[src/include/dsp_opmode.svh]
`ifndef DSP_OPMODE_SVH
`define DSP_OPMODE_SVH

// X mux select, opmode bits 1:0
`define DSP_XSEL_MASK 8'h03
`define DSP_XIN_MULT  8'h01

// Z mux select, opmode bits 3:2
`define DSP_ZSEL_MASK 8'h0C
`define DSP_ZIN_ZERO  8'h00
`define DSP_ZIN_PCIN  8'h04

// X mux idle, P register holds
`define DSP_NOP       8'h00

`endif

[src/rtl/iir_pkg.sv]
package iir_pkg;

    // ------------------------------------------------------------
    // Widths
    // ------------------------------------------------------------
    localparam int SAMPLE_W = 18;
    localparam int ACC_W    = 48;

    // Biquad has b0, b1, b2, a1, a2
    localparam int NUM_TAPS = 5;

    // Q2.16 result taken from the accumulator at this bit
    localparam int RES_LSB  = 16;

    // ------------------------------------------------------------
    // Data types
    // ------------------------------------------------------------
    typedef logic signed [SAMPLE_W-1:0] sample_t;
    typedef logic signed [SAMPLE_W-1:0] coef_t;
    typedef logic signed [ACC_W-1:0]    acc_t;

    // ------------------------------------------------------------
    // Configuration port
    // ------------------------------------------------------------
    typedef logic [2:0] cfg_addr_t;

    // Addresses 0..4 hit the coefficients, 5 the control word
    localparam cfg_addr_t CFG_ADDR_CTRL = 3'd5;

    typedef struct packed {
        logic                bypass;
        logic [SAMPLE_W-2:0] rsvd;
    } ctrl_word_t;

    // Same write word, read as coefficient or as control
    typedef union packed {
        coef_t      coef;
        ctrl_word_t ctrl;
    } cfg_word_u;

endpackage

[src/rtl/iir_coef_regs.sv]
`timescale 1ns/100ps

module iir_coef_regs (
    input  logic               reset,
    input  logic               clk,
    input  logic               cfg_wr,
    input  iir_pkg::cfg_addr_t cfg_addr,
    input  iir_pkg::cfg_word_u cfg_data,
    input  logic               coef_commit,
    output iir_pkg::coef_t     coefs [iir_pkg::NUM_TAPS],
    output logic               bypass
);
    import iir_pkg::*;

    coef_t shadow_coefs [NUM_TAPS];
    logic  shadow_bypass;

    // ------------------------------------------------------------
    // Shadow bank, written by software at any time
    // ------------------------------------------------------------
    always_ff @(posedge reset or posedge clk) begin
        if (clk) begin
            for (int k = 0; k < NUM_TAPS; k++) begin
                shadow_coefs[k] <= '0;
            end
            shadow_bypass <= 1'b0;
        end else if (cfg_wr) begin
            // Address decides how the word is read
            if (cfg_addr < cfg_addr_t'(NUM_TAPS)) begin
                shadow_coefs[cfg_addr] <= cfg_data.coef;
            end else if (cfg_addr == CFG_ADDR_CTRL) begin
                shadow_bypass <= cfg_data.ctrl.bypass;
            end
        end
    end

    // ------------------------------------------------------------
    // Active bank, seen by the sequencer
    // ------------------------------------------------------------
    always_ff @(posedge reset or posedge clk) begin
        if (clk) begin
            for (int k = 0; k < NUM_TAPS; k++) begin
                coefs[k] <= '0;
            end
            bypass <= 1'b0;
        end else if (coef_commit) begin
            coefs  <= shadow_coefs;
            bypass <= shadow_bypass;
        end
    end

    // Software may only address the five taps and the control word
    a_cfg_addr_range : assert property (
        @(posedge reset) disable iff (clk)
        cfg_wr |-> (cfg_addr <= CFG_ADDR_CTRL)
    ) else $error("write to unmapped config address %0d", cfg_addr);

endmodule

[src/rtl/iir_sample_fifo.sv]
`timescale 1ns/100ps

module iir_sample_fifo #(
    parameter int FIFO_DEPTH = 4
) (
    input  logic             reset,
    input  logic             clk,
    input  logic             in_valid,
    input  iir_pkg::sample_t in_sample,
    input  logic             fifo_pop,
    output iir_pkg::sample_t fifo_data,
    output logic             fifo_empty,
    output logic             in_credit
);
    import iir_pkg::*;

    localparam int AW = (FIFO_DEPTH > 1) ? $clog2(FIFO_DEPTH) : 1;
    localparam int CW = $clog2(FIFO_DEPTH + 1);

    sample_t       mem [FIFO_DEPTH];
    logic [AW-1:0] wr_ptr;
    logic [AW-1:0] rd_ptr;
    logic [CW-1:0] count;

    // Circular increment, also for depths that are not a power of two
    function automatic logic [AW-1:0] next_ptr(input logic [AW-1:0] ptr);
        if (ptr == AW'(FIFO_DEPTH - 1)) begin
            return '0;
        end
        return ptr + 1'b1;
    endfunction

    assign fifo_data  = mem[rd_ptr];
    assign fifo_empty = (count == '0);

    always_ff @(posedge reset) begin
        if (in_valid) begin
            mem[wr_ptr] <= in_sample;
        end
    end

    always_ff @(posedge reset or posedge clk) begin
        if (clk) begin
            wr_ptr    <= '0;
            rd_ptr    <= '0;
            count     <= '0;
            in_credit <= 1'b0;
        end else begin
            if (in_valid) begin
                wr_ptr <= next_ptr(wr_ptr);
            end
            if (fifo_pop) begin
                rd_ptr <= next_ptr(rd_ptr);
            end
            case ({in_valid, fifo_pop})
                2'b10:   count <= count + 1'b1;
                2'b01:   count <= count - 1'b1;
                default: count <= count;
            endcase
            // Every consumed entry goes back to the sender as a credit
            in_credit <= fifo_pop;
        end
    end

    a_no_overflow : assert property (
        @(posedge reset) disable iff (clk)
        in_valid |-> (count != CW'(FIFO_DEPTH))
    ) else $error("sample written without credit, FIFO full");

    a_no_underflow : assert property (
        @(posedge reset) disable iff (clk)
        fifo_pop |-> !fifo_empty
    ) else $error("sequencer popped an empty FIFO");

endmodule

[src/rtl/alu_filter_iir.sv]
`timescale 1ns/100ps
`include "dsp_opmode.svh"

module alu_filter_iir (
    input  logic             reset,
    input  logic             clk,
    input  iir_pkg::sample_t fifo_data,
    input  logic             fifo_empty,
    output logic             fifo_pop,
    input  iir_pkg::coef_t   coefs [iir_pkg::NUM_TAPS],
    input  logic             bypass,
    output logic             coef_commit,
    input  logic             out_credit,
    output iir_pkg::sample_t sample_out,
    output logic             sample_out_valid,
    output logic [7:0]       dsp_opmode,
    output iir_pkg::coef_t   dsp_a,
    output iir_pkg::sample_t dsp_b,
    input  iir_pkg::acc_t    dsp_p
);
    import iir_pkg::*;

    // ------------------------------------------------------------
    // Task bits of the microcode
    // ------------------------------------------------------------
    localparam logic [10:0] NOP      = 11'h000;
    localparam logic [10:0] WAIT_IN  = 11'h001;
    localparam logic [10:0] PUSH_X   = 11'h002;
    localparam logic [10:0] MOV_I_1  = 11'h004;
    localparam logic [10:0] ISSUE_B0 = 11'h008;
    localparam logic [10:0] ISSUE_CI = 11'h010;
    localparam logic [10:0] INC_I    = 11'h020;
    localparam logic [10:0] REPEAT_4 = 11'h040;
    localparam logic [10:0] MOV_RES  = 11'h080;
    localparam logic [10:0] PUSH_Y   = 11'h100;
    localparam logic [10:0] COMMIT   = 11'h200;
    localparam logic [10:0] JUMP     = 11'h400;

    localparam logic [3:0] PC_START = 4'd0;
    localparam logic [3:0] PC_ISSUE = 4'd1;

    logic [10:0] tasks;
    logic [3:0]  pc;
    logic [1:0]  rep_cnt;
    logic [2:0]  idx;
    logic [7:0]  out_credits;
    sample_t     dly [NUM_TAPS];
    sample_t     y_sel;
    logic        go;

    // A sample starts only with data waiting and room downstream
    assign go          = !fifo_empty && (out_credits != 8'd0);
    assign fifo_pop    = |(tasks & PUSH_X);
    assign coef_commit = |(tasks & COMMIT);

    // Bypass keeps the program running and only swaps the result
    assign y_sel = bypass ? dly[0] : dsp_p[RES_LSB +: SAMPLE_W];

    always_comb begin
        case (pc)
            4'd0:    tasks = WAIT_IN | COMMIT;
            4'd1:    tasks = PUSH_X | MOV_I_1 | ISSUE_B0;
            4'd2:    tasks = REPEAT_4 | ISSUE_CI | INC_I;
            4'd3:    tasks = NOP;
            4'd4:    tasks = NOP;
            4'd5:    tasks = MOV_RES | PUSH_Y;
            4'd6:    tasks = COMMIT;
            4'd7:    tasks = NOP;
            default: tasks = JUMP;
        endcase
    end

    // ------------------------------------------------------------
    // Program counter, repeat counter, index register
    // ------------------------------------------------------------
    always_ff @(posedge reset or posedge clk) begin
        if (clk) begin
            pc <= PC_START;
        end else if (|(tasks & JUMP)) begin
            // Skip the idle state when the next sample is ready
            pc <= go ? PC_ISSUE : PC_START;
        end else if (|(tasks & WAIT_IN) && !go) begin
            pc <= pc;
        end else if (|(tasks & REPEAT_4) && (rep_cnt != 2'd3)) begin
            pc <= pc;
        end else begin
            pc <= pc + 4'd1;
        end
    end

    always_ff @(posedge reset or posedge clk) begin
        if (clk) begin
            rep_cnt <= '0;
            idx     <= '0;
        end else begin
            if (|(tasks & REPEAT_4)) begin
                rep_cnt <= rep_cnt + 2'd1;
            end
            if (|(tasks & MOV_I_1)) begin
                idx <= 3'd1;
            end else if (|(tasks & INC_I)) begin
                idx <= idx + 3'd1;
            end
        end
    end

    // Delay line x, x1, x2, y1, y2
    always_ff @(posedge reset or posedge clk) begin
        if (clk) begin
            for (int k = 0; k < NUM_TAPS; k++) begin
                dly[k] <= '0;
            end
        end else begin
            if (|(tasks & PUSH_X)) begin
                dly[0] <= fifo_data;
                dly[1] <= dly[0];
                dly[2] <= dly[1];
            end
            if (|(tasks & PUSH_Y)) begin
                dly[3] <= y_sel;
                dly[4] <= dly[3];
            end
        end
    end

    // ------------------------------------------------------------
    // Slice operand issue
    // ------------------------------------------------------------
    always_ff @(posedge reset or posedge clk) begin
        if (clk) begin
            dsp_opmode <= `DSP_NOP;
        end else if (|(tasks & ISSUE_B0)) begin
            dsp_opmode <= `DSP_XIN_MULT | `DSP_ZIN_ZERO;
        end else if (|(tasks & ISSUE_CI)) begin
            dsp_opmode <= `DSP_XIN_MULT | `DSP_ZIN_PCIN;
        end else begin
            dsp_opmode <= `DSP_NOP;
        end
    end

    always_ff @(posedge reset) begin
        if (|(tasks & ISSUE_B0)) begin
            dsp_a <= coefs[0];
            dsp_b <= fifo_data;
        end else if (|(tasks & ISSUE_CI)) begin
            dsp_a <= coefs[idx];
            dsp_b <= dly[idx];
        end
    end

    // ------------------------------------------------------------
    // Result and output credits
    // ------------------------------------------------------------
    always_ff @(posedge reset or posedge clk) begin
        if (clk) begin
            sample_out_valid <= 1'b0;
        end else begin
            sample_out_valid <= |(tasks & MOV_RES);
        end
    end

    always_ff @(posedge reset) begin
        if (|(tasks & MOV_RES)) begin
            sample_out <= y_sel;
        end
    end

    always_ff @(posedge reset or posedge clk) begin
        if (clk) begin
            out_credits <= '0;
        end else begin
            case ({out_credit, sample_out_valid})
                2'b10:   out_credits <= out_credits + 8'd1;
                2'b01:   out_credits <= out_credits - 8'd1;
                default: out_credits <= out_credits;
            endcase
        end
    end

    a_out_credit_held : assert property (
        @(posedge reset) disable iff (clk)
        sample_out_valid |-> (out_credits != 8'd0)
    ) else $error("output sent without a downstream credit");

endmodule

[src/rtl/dsp_mac_slice.sv]
`timescale 1ns/100ps
`include "dsp_opmode.svh"

module dsp_mac_slice (
    input  logic             reset,
    input  logic             clk,
    input  logic [7:0]       dsp_opmode,
    input  iir_pkg::coef_t   dsp_a,
    input  iir_pkg::sample_t dsp_b,
    output iir_pkg::acc_t    dsp_p
);
    import iir_pkg::*;

    logic [7:0]                   op_m;
    logic signed [2*SAMPLE_W-1:0] m_reg;
    acc_t                         m_ext;
    logic [7:0]                   x_sel;
    logic [7:0]                   z_sel;

    // Product sign-extended to the accumulator width
    assign m_ext = acc_t'(m_reg);

    assign x_sel = op_m & `DSP_XSEL_MASK;
    assign z_sel = op_m & `DSP_ZSEL_MASK;

    // ------------------------------------------------------------
    // M stage
    // ------------------------------------------------------------
    always_ff @(posedge reset or posedge clk) begin
        if (clk) begin
            op_m <= `DSP_NOP;
        end else begin
            op_m <= dsp_opmode;
        end
    end

    always_ff @(posedge reset) begin
        m_reg <= dsp_a * dsp_b;
    end

    // ------------------------------------------------------------
    // P stage
    // ------------------------------------------------------------
    always_ff @(posedge reset) begin
        if (x_sel == `DSP_XIN_MULT) begin
            case (z_sel)
                // Load starts a new sum
                `DSP_ZIN_ZERO: dsp_p <= m_ext;
                `DSP_ZIN_PCIN: dsp_p <= dsp_p + m_ext;
                default:       dsp_p <= dsp_p;
            endcase
        end
        // NOP and other X selects hold P
    end

endmodule

[src/rtl/iir_filter_top.sv]
`timescale 1ns/100ps

module iir_filter_top #(
    parameter int FIFO_DEPTH = 4
) (
    input  logic               reset,
    input  logic               clk,
    input  logic               cfg_wr,
    input  iir_pkg::cfg_addr_t cfg_addr,
    input  iir_pkg::cfg_word_u cfg_data,
    input  logic               in_valid,
    input  iir_pkg::sample_t   in_sample,
    output logic               in_credit,
    input  logic               out_credit,
    output iir_pkg::sample_t   sample_out,
    output logic               sample_out_valid
);
    import iir_pkg::*;

    sample_t    fifo_data;
    logic       fifo_empty;
    logic       fifo_pop;
    coef_t      coefs [NUM_TAPS];
    logic       bypass;
    logic       coef_commit;
    logic [7:0] dsp_opmode;
    coef_t      dsp_a;
    sample_t    dsp_b;
    acc_t       dsp_p;

    iir_sample_fifo #(
        .FIFO_DEPTH(FIFO_DEPTH)
    ) i_fifo (
        .reset      (reset),
        .clk        (clk),
        .in_valid   (in_valid),
        .in_sample  (in_sample),
        .fifo_pop   (fifo_pop),
        .fifo_data  (fifo_data),
        .fifo_empty (fifo_empty),
        .in_credit  (in_credit)
    );

    iir_coef_regs i_regs (
        .reset       (reset),
        .clk         (clk),
        .cfg_wr      (cfg_wr),
        .cfg_addr    (cfg_addr),
        .cfg_data    (cfg_data),
        .coef_commit (coef_commit),
        .coefs       (coefs),
        .bypass      (bypass)
    );

    // Sequencer and the slice it time-shares
    alu_filter_iir i_seq (
        .reset            (reset),
        .clk              (clk),
        .fifo_data        (fifo_data),
        .fifo_empty       (fifo_empty),
        .fifo_pop         (fifo_pop),
        .coefs            (coefs),
        .bypass           (bypass),
        .coef_commit      (coef_commit),
        .out_credit       (out_credit),
        .sample_out       (sample_out),
        .sample_out_valid (sample_out_valid),
        .dsp_opmode       (dsp_opmode),
        .dsp_a            (dsp_a),
        .dsp_b            (dsp_b),
        .dsp_p            (dsp_p)
    );

    dsp_mac_slice i_slice (
        .reset      (reset),
        .clk        (clk),
        .dsp_opmode (dsp_opmode),
        .dsp_a      (dsp_a),
        .dsp_b      (dsp_b),
        .dsp_p      (dsp_p)
    );

endmodule

[config.mk]
export PLATFORM = sky130hd
export DESIGN_NAME = iir_filter_top
export DESIGN_NICKNAME = d
export VERILOG_FILES = /design/src/rtl/iir_pkg.sv /design/src/rtl/iir_coef_regs.sv /design/src/rtl/iir_sample_fifo.sv /design/src/rtl/alu_filter_iir.sv /design/src/rtl/dsp_mac_slice.sv /design/src/rtl/iir_filter_top.sv
export VERILOG_INCLUDE_DIRS = /design/src /design/src/include
export SDC_FILE = /design/constraint.sdc
export NUM_CORES = 2
export LEC_CHECK = 0
export BUFFER_PORTS_ARGS = -buffer_cell sky130_fd_sc_hd__buf_2
export CORE_MARGIN = 2
export CORE_UTILIZATION = 50
export CTS_CLUSTER_DIAMETER = 30
export DETAILED_ROUTE_END_ITERATION = 8
export PLACE_DENSITY_LB_ADDON = 0.3
export SYNTH_ARGS = -nofsm -noshare
export SYNTH_HDL_FRONTEND = slang
export SYNTH_SLANG_ARGS = --single-unit
export TNS_END_PERCENT = 20
[constraint.sdc]
create_clock -name reset -period 12.7 [get_ports reset]
set_input_delay 3.81 -clock reset [delete_from_list [all_inputs] [get_ports reset]]
set_output_delay 3.81 -clock reset [all_outputs]
set_load 0.005 [all_outputs]
==> results <==
- The run finished with clean final reports.
- The clock net in this run drives a total of 496 sinks.
- The global routing usage on met1 is 0.310.
- The hold path startpoint is i_seq.dsp_opmode[2].
- Among all flip-flop cells after synthesis, the most frequent one is dfrtp_1.
- The number of max-slew violations in the final report is 0.
- The global routing usage summed across all routing layers is 0.236.
- The first global-routing pass estimated 126000 um of wire.
- The worst path arrival time is 7160 ps.
- After routing, the total negative slack on setup checks comes to 0 ps.
- In this run the standard cell core region covers 65600 um^2.
- The tool flagged a number of max-cap violations equal to 0.
- The die is 261 um wide.
- In the final layout, the share of cells above drive strength 1 is 0.180.
- Of the synthesized area, sequential elements account for 0.395.
- The number of instances resized during post-cts repair is 0.
- The area of the mapped netlist is 33000 um^2.
- The final layout contains 3465 nets.
- The Yosys warning count is 0.
- Wires add up to 75700 um.
- The register bit total from synthesis is 496.
- The worst-path maximum fanout is 18.
- Along the worst hold path, the cell count comes to 0.
- Before antenna repair, the detailed router went through 5 iterations.
- Leaving out fill and tap cells, the most frequent cell in the layout is inv_1.
- The wire length per cell is 19.4 um.
- Setup repair after global routing left no endpoint under its margin.
- The global-route congestion overflow total is 0.
- 64 I/O pins were placed.
- The share of the synthesized area in the top cell type is 0.229.
- In this run the mean area of a mapped cell was 11.4 um^2.
- The initial antenna violation count is 2.
- Leaving out fill and tap cells, the most frequent cells in the layout are 423 x inv_1, 420 x nand2_1, 318 x fa_1.
- The transition at the pin with the smallest max-transition slack is 1120 ps.
- The count of endpoints failing hold in the final timing report came to 0.
- The library cell with the largest summed area after synthesis is dfrtp_1.
- Between clock sinks in the finished design, the worst skew comes to 89.7 ps.
- After legalization and detailed placement, the total HPWL measured 52900 um.
- The via density per instance is 5.53.
- The clock-pin slew on the worst setup and hold paths is 50 ps.
- The maximum frequency from static timing analysis is 150 MHz.
- In the finished design, the share of the clock period the worst path needs comes to 0.525.
- For this configuration, the core starts out at a cell density of 0.504.
- The busiest layer in global routing is met2.
- The clock buffer count from CTS is 97.
- The count of nets left with antenna violations once routing finished came out at 0.
- In this run the core area contains 94 standard-cell rows.
- The full die area is 68200 um^2.
- Buffers placed on the I/O ports in this run total 63.
- For this run, asynchronously set or reset flops after synthesis account for 0.609.
- The CTS root buffer is clkbuf_16.
- STA classifies the critical path startpoint as a flip-flop.
- For flop-to-flop paths, the worst setup slack is 6030 ps.
- Routability-driven placement finished with a final weighted congestion of 0.861.
- STA classifies the critical path endpoint as a flip-flop.
- The distinct cell type count of the synthesized netlist is 72.
- The origin of the critical flop-to-flop path is i_seq.dsp_a[0].
- TritonCTS built the clock tree.
- The number of enable-type register cells in the synthesized netlist is 160.
- The clock reaches the later pin of the worst-skew pair after 690 ps.
- Synthesis produced a netlist with a net count of 3399.
- Detailed routing inserted a total of 21600 vias.
- The violation count after the first detailed-routing iteration is 1353.
- The pin count of the biggest net entering global routing is 156.
- The number of setup violations in the final report is 0.
- The headroom to the max-slew limit is 0.252.
- For this run, global-route usage on met3 was measured as 0.0378.
- The cell count after synthesis is 2895.
- Yosys attributes the largest share of cell area to dfrtp_1 23%, fa_1 19%, edfxtp_1 15%, mux2_2 7.5%, ha_1 5.4%.
- The time the final worst path needs with I/O delays and setup is 6670 ps.
- The worst setup path is of the flip-flop to flip-flop kind.
- The worst register-to-register path ends at i_slice.m_reg[30].
- The critical path data required time is 13190 ps.
- The largest registers in the layout are i_regs.coefs: 90 flops, i_regs.shadow_coefs: 90 flops, i_seq.dly: 90 flops.
- The class of the tightest hold or removal check is flip-flop to flip-flop.
- The via count of the first global-routing pass is 23600.
- The longest clock path from root to sink contains 3 buffers.
- The area growth from synthesis to layout is 14.2%.
- For met2 alone, demand over resource in global routing was 0.398.
- In this run the number of H-tree levels came out at 3.
- The logic depth of the worst register-to-register path is 17.
- The buffers inserted during post-CTS setup optimization is 0.
- The hold buffer count at CTS is 0.
- The DRC violation count after routing is 0.
- The height of the die is 261 um.
- The end point of the worst hold path is i_slice.op_m[2].
-- Yosys cell counts (all sizes together) (6+ instances only) --
| cell type | n |
|---|---|
| a22oi | 18 |
| nor2 | 61 |
| xor2 | 24 |
| a21oi | 67 |
| o21ai | 78 |
| mux2 | 221 |
| or3 | 6 |
| a221oi | 18 |
| nand2 | 422 |
| fa | 318 |
| dfxtp | 34 |
| o21a | 15 |
| mux4 | 54 |
| and2 | 177 |
| clkbuf | 105 |
| nand4 | 7 |
| ha | 142 |
| a31oi | 6 |
| a21o | 34 |
| nor3 | 20 |
| o311ai | 6 |
| buf | 10 |
| edfxtp | 160 |
| dfrtp | 302 |
| nand2b | 9 |
| nand3 | 11 |
| nand4b | 6 |
| xnor2 | 48 |
| inv | 425 |
| nor2b | 8 |
-- final cells by class --
cell class / count / area (um^2)
multi-input cells: 1857 / 18000
flip-flops and latches: 496 / 13000
well taps: 864 / 1080
clock buffers: 112 / 2540
inverters: 427 / 1610
clock inverters: 72 / 985
diodes: 1 / 2.50
fillers: 5338 / 27900
repair buffers: 82 / 458
-- stage by stage --
stage | instances | hold slack (ps) | utilization | setup slack, ps | instance area, um^2
final | 3911 | 351 | 0.575 | 6030 | 37700
after global routing | 3911 | 368 | 0.575 | 5720 | 37700
after CTS | 3910 | 352 | 0.575 | 6060 | 37700
after detailed placement | 3726 | 340 | 0.521 | 6080 | 34200
after global placement | 3726 | 334 | 0.521 | 6290 | 34200
after floorplan | 2895 | 331 | - | 544 | 33000
-- worst max-delay path, cell delays in order (launching register included) --
cell and delay [ps]:
edfxtp_1 910, nand2b_1 300, fa_1 460, fa_1 490
inv_1 50, fa_1 530, fa_1 450, fa_1 490
inv_1 50, fa_1 470, inv_1 40, ha_1 350
nand3_1 180, o41a_1 440, nor2_1 370, a311o_1 360
nand2_1 160, o311ai_0 380
-- logic make-up (layout without fill, tap and decap cells) --
kind of cell	Yosys count	in the layout	synth area share
xor+xnor	72	72	0.0191
other cells	0	1	0
mux	278	278	0.113
buf+inv	542	693	0.0617
compound gates	294	294	0.0590
flops	496	496	0.395
simple gates	753	753	0.106
fa+ha+maj	460	460	0.246
-- layer usage --
layer  up-vias  routed length, um  share of wire
met4         2               2350          0.031
met1     11200              31800           0.42
met3       162               3860          0.051
met2       617              37600           0.50
li1       9665                  -              -
met5         -                 14        0.00018
-- worst max path at each step --
stage | end | depth (start not counted) | from
floorplan | i_fifo.count[0] | 1 | clk
CTS | i_slice.m_reg[30] | 18 | i_seq.dsp_a[15]
finish | i_slice.m_reg[30] | 17 | i_seq.dsp_a[0]
global placement | i_slice.m_reg[33] | 21 | i_seq.dsp_b[3]
detailed placement | i_slice.m_reg[30] | 19 | i_seq.dsp_a[7]
global route | i_slice.m_reg[30] | 18 | i_seq.dsp_a[15]
Power is left out: the tool's default activity adds up to more than one toggle a clock period on the data nets, which glitch-free logic cannot reach.
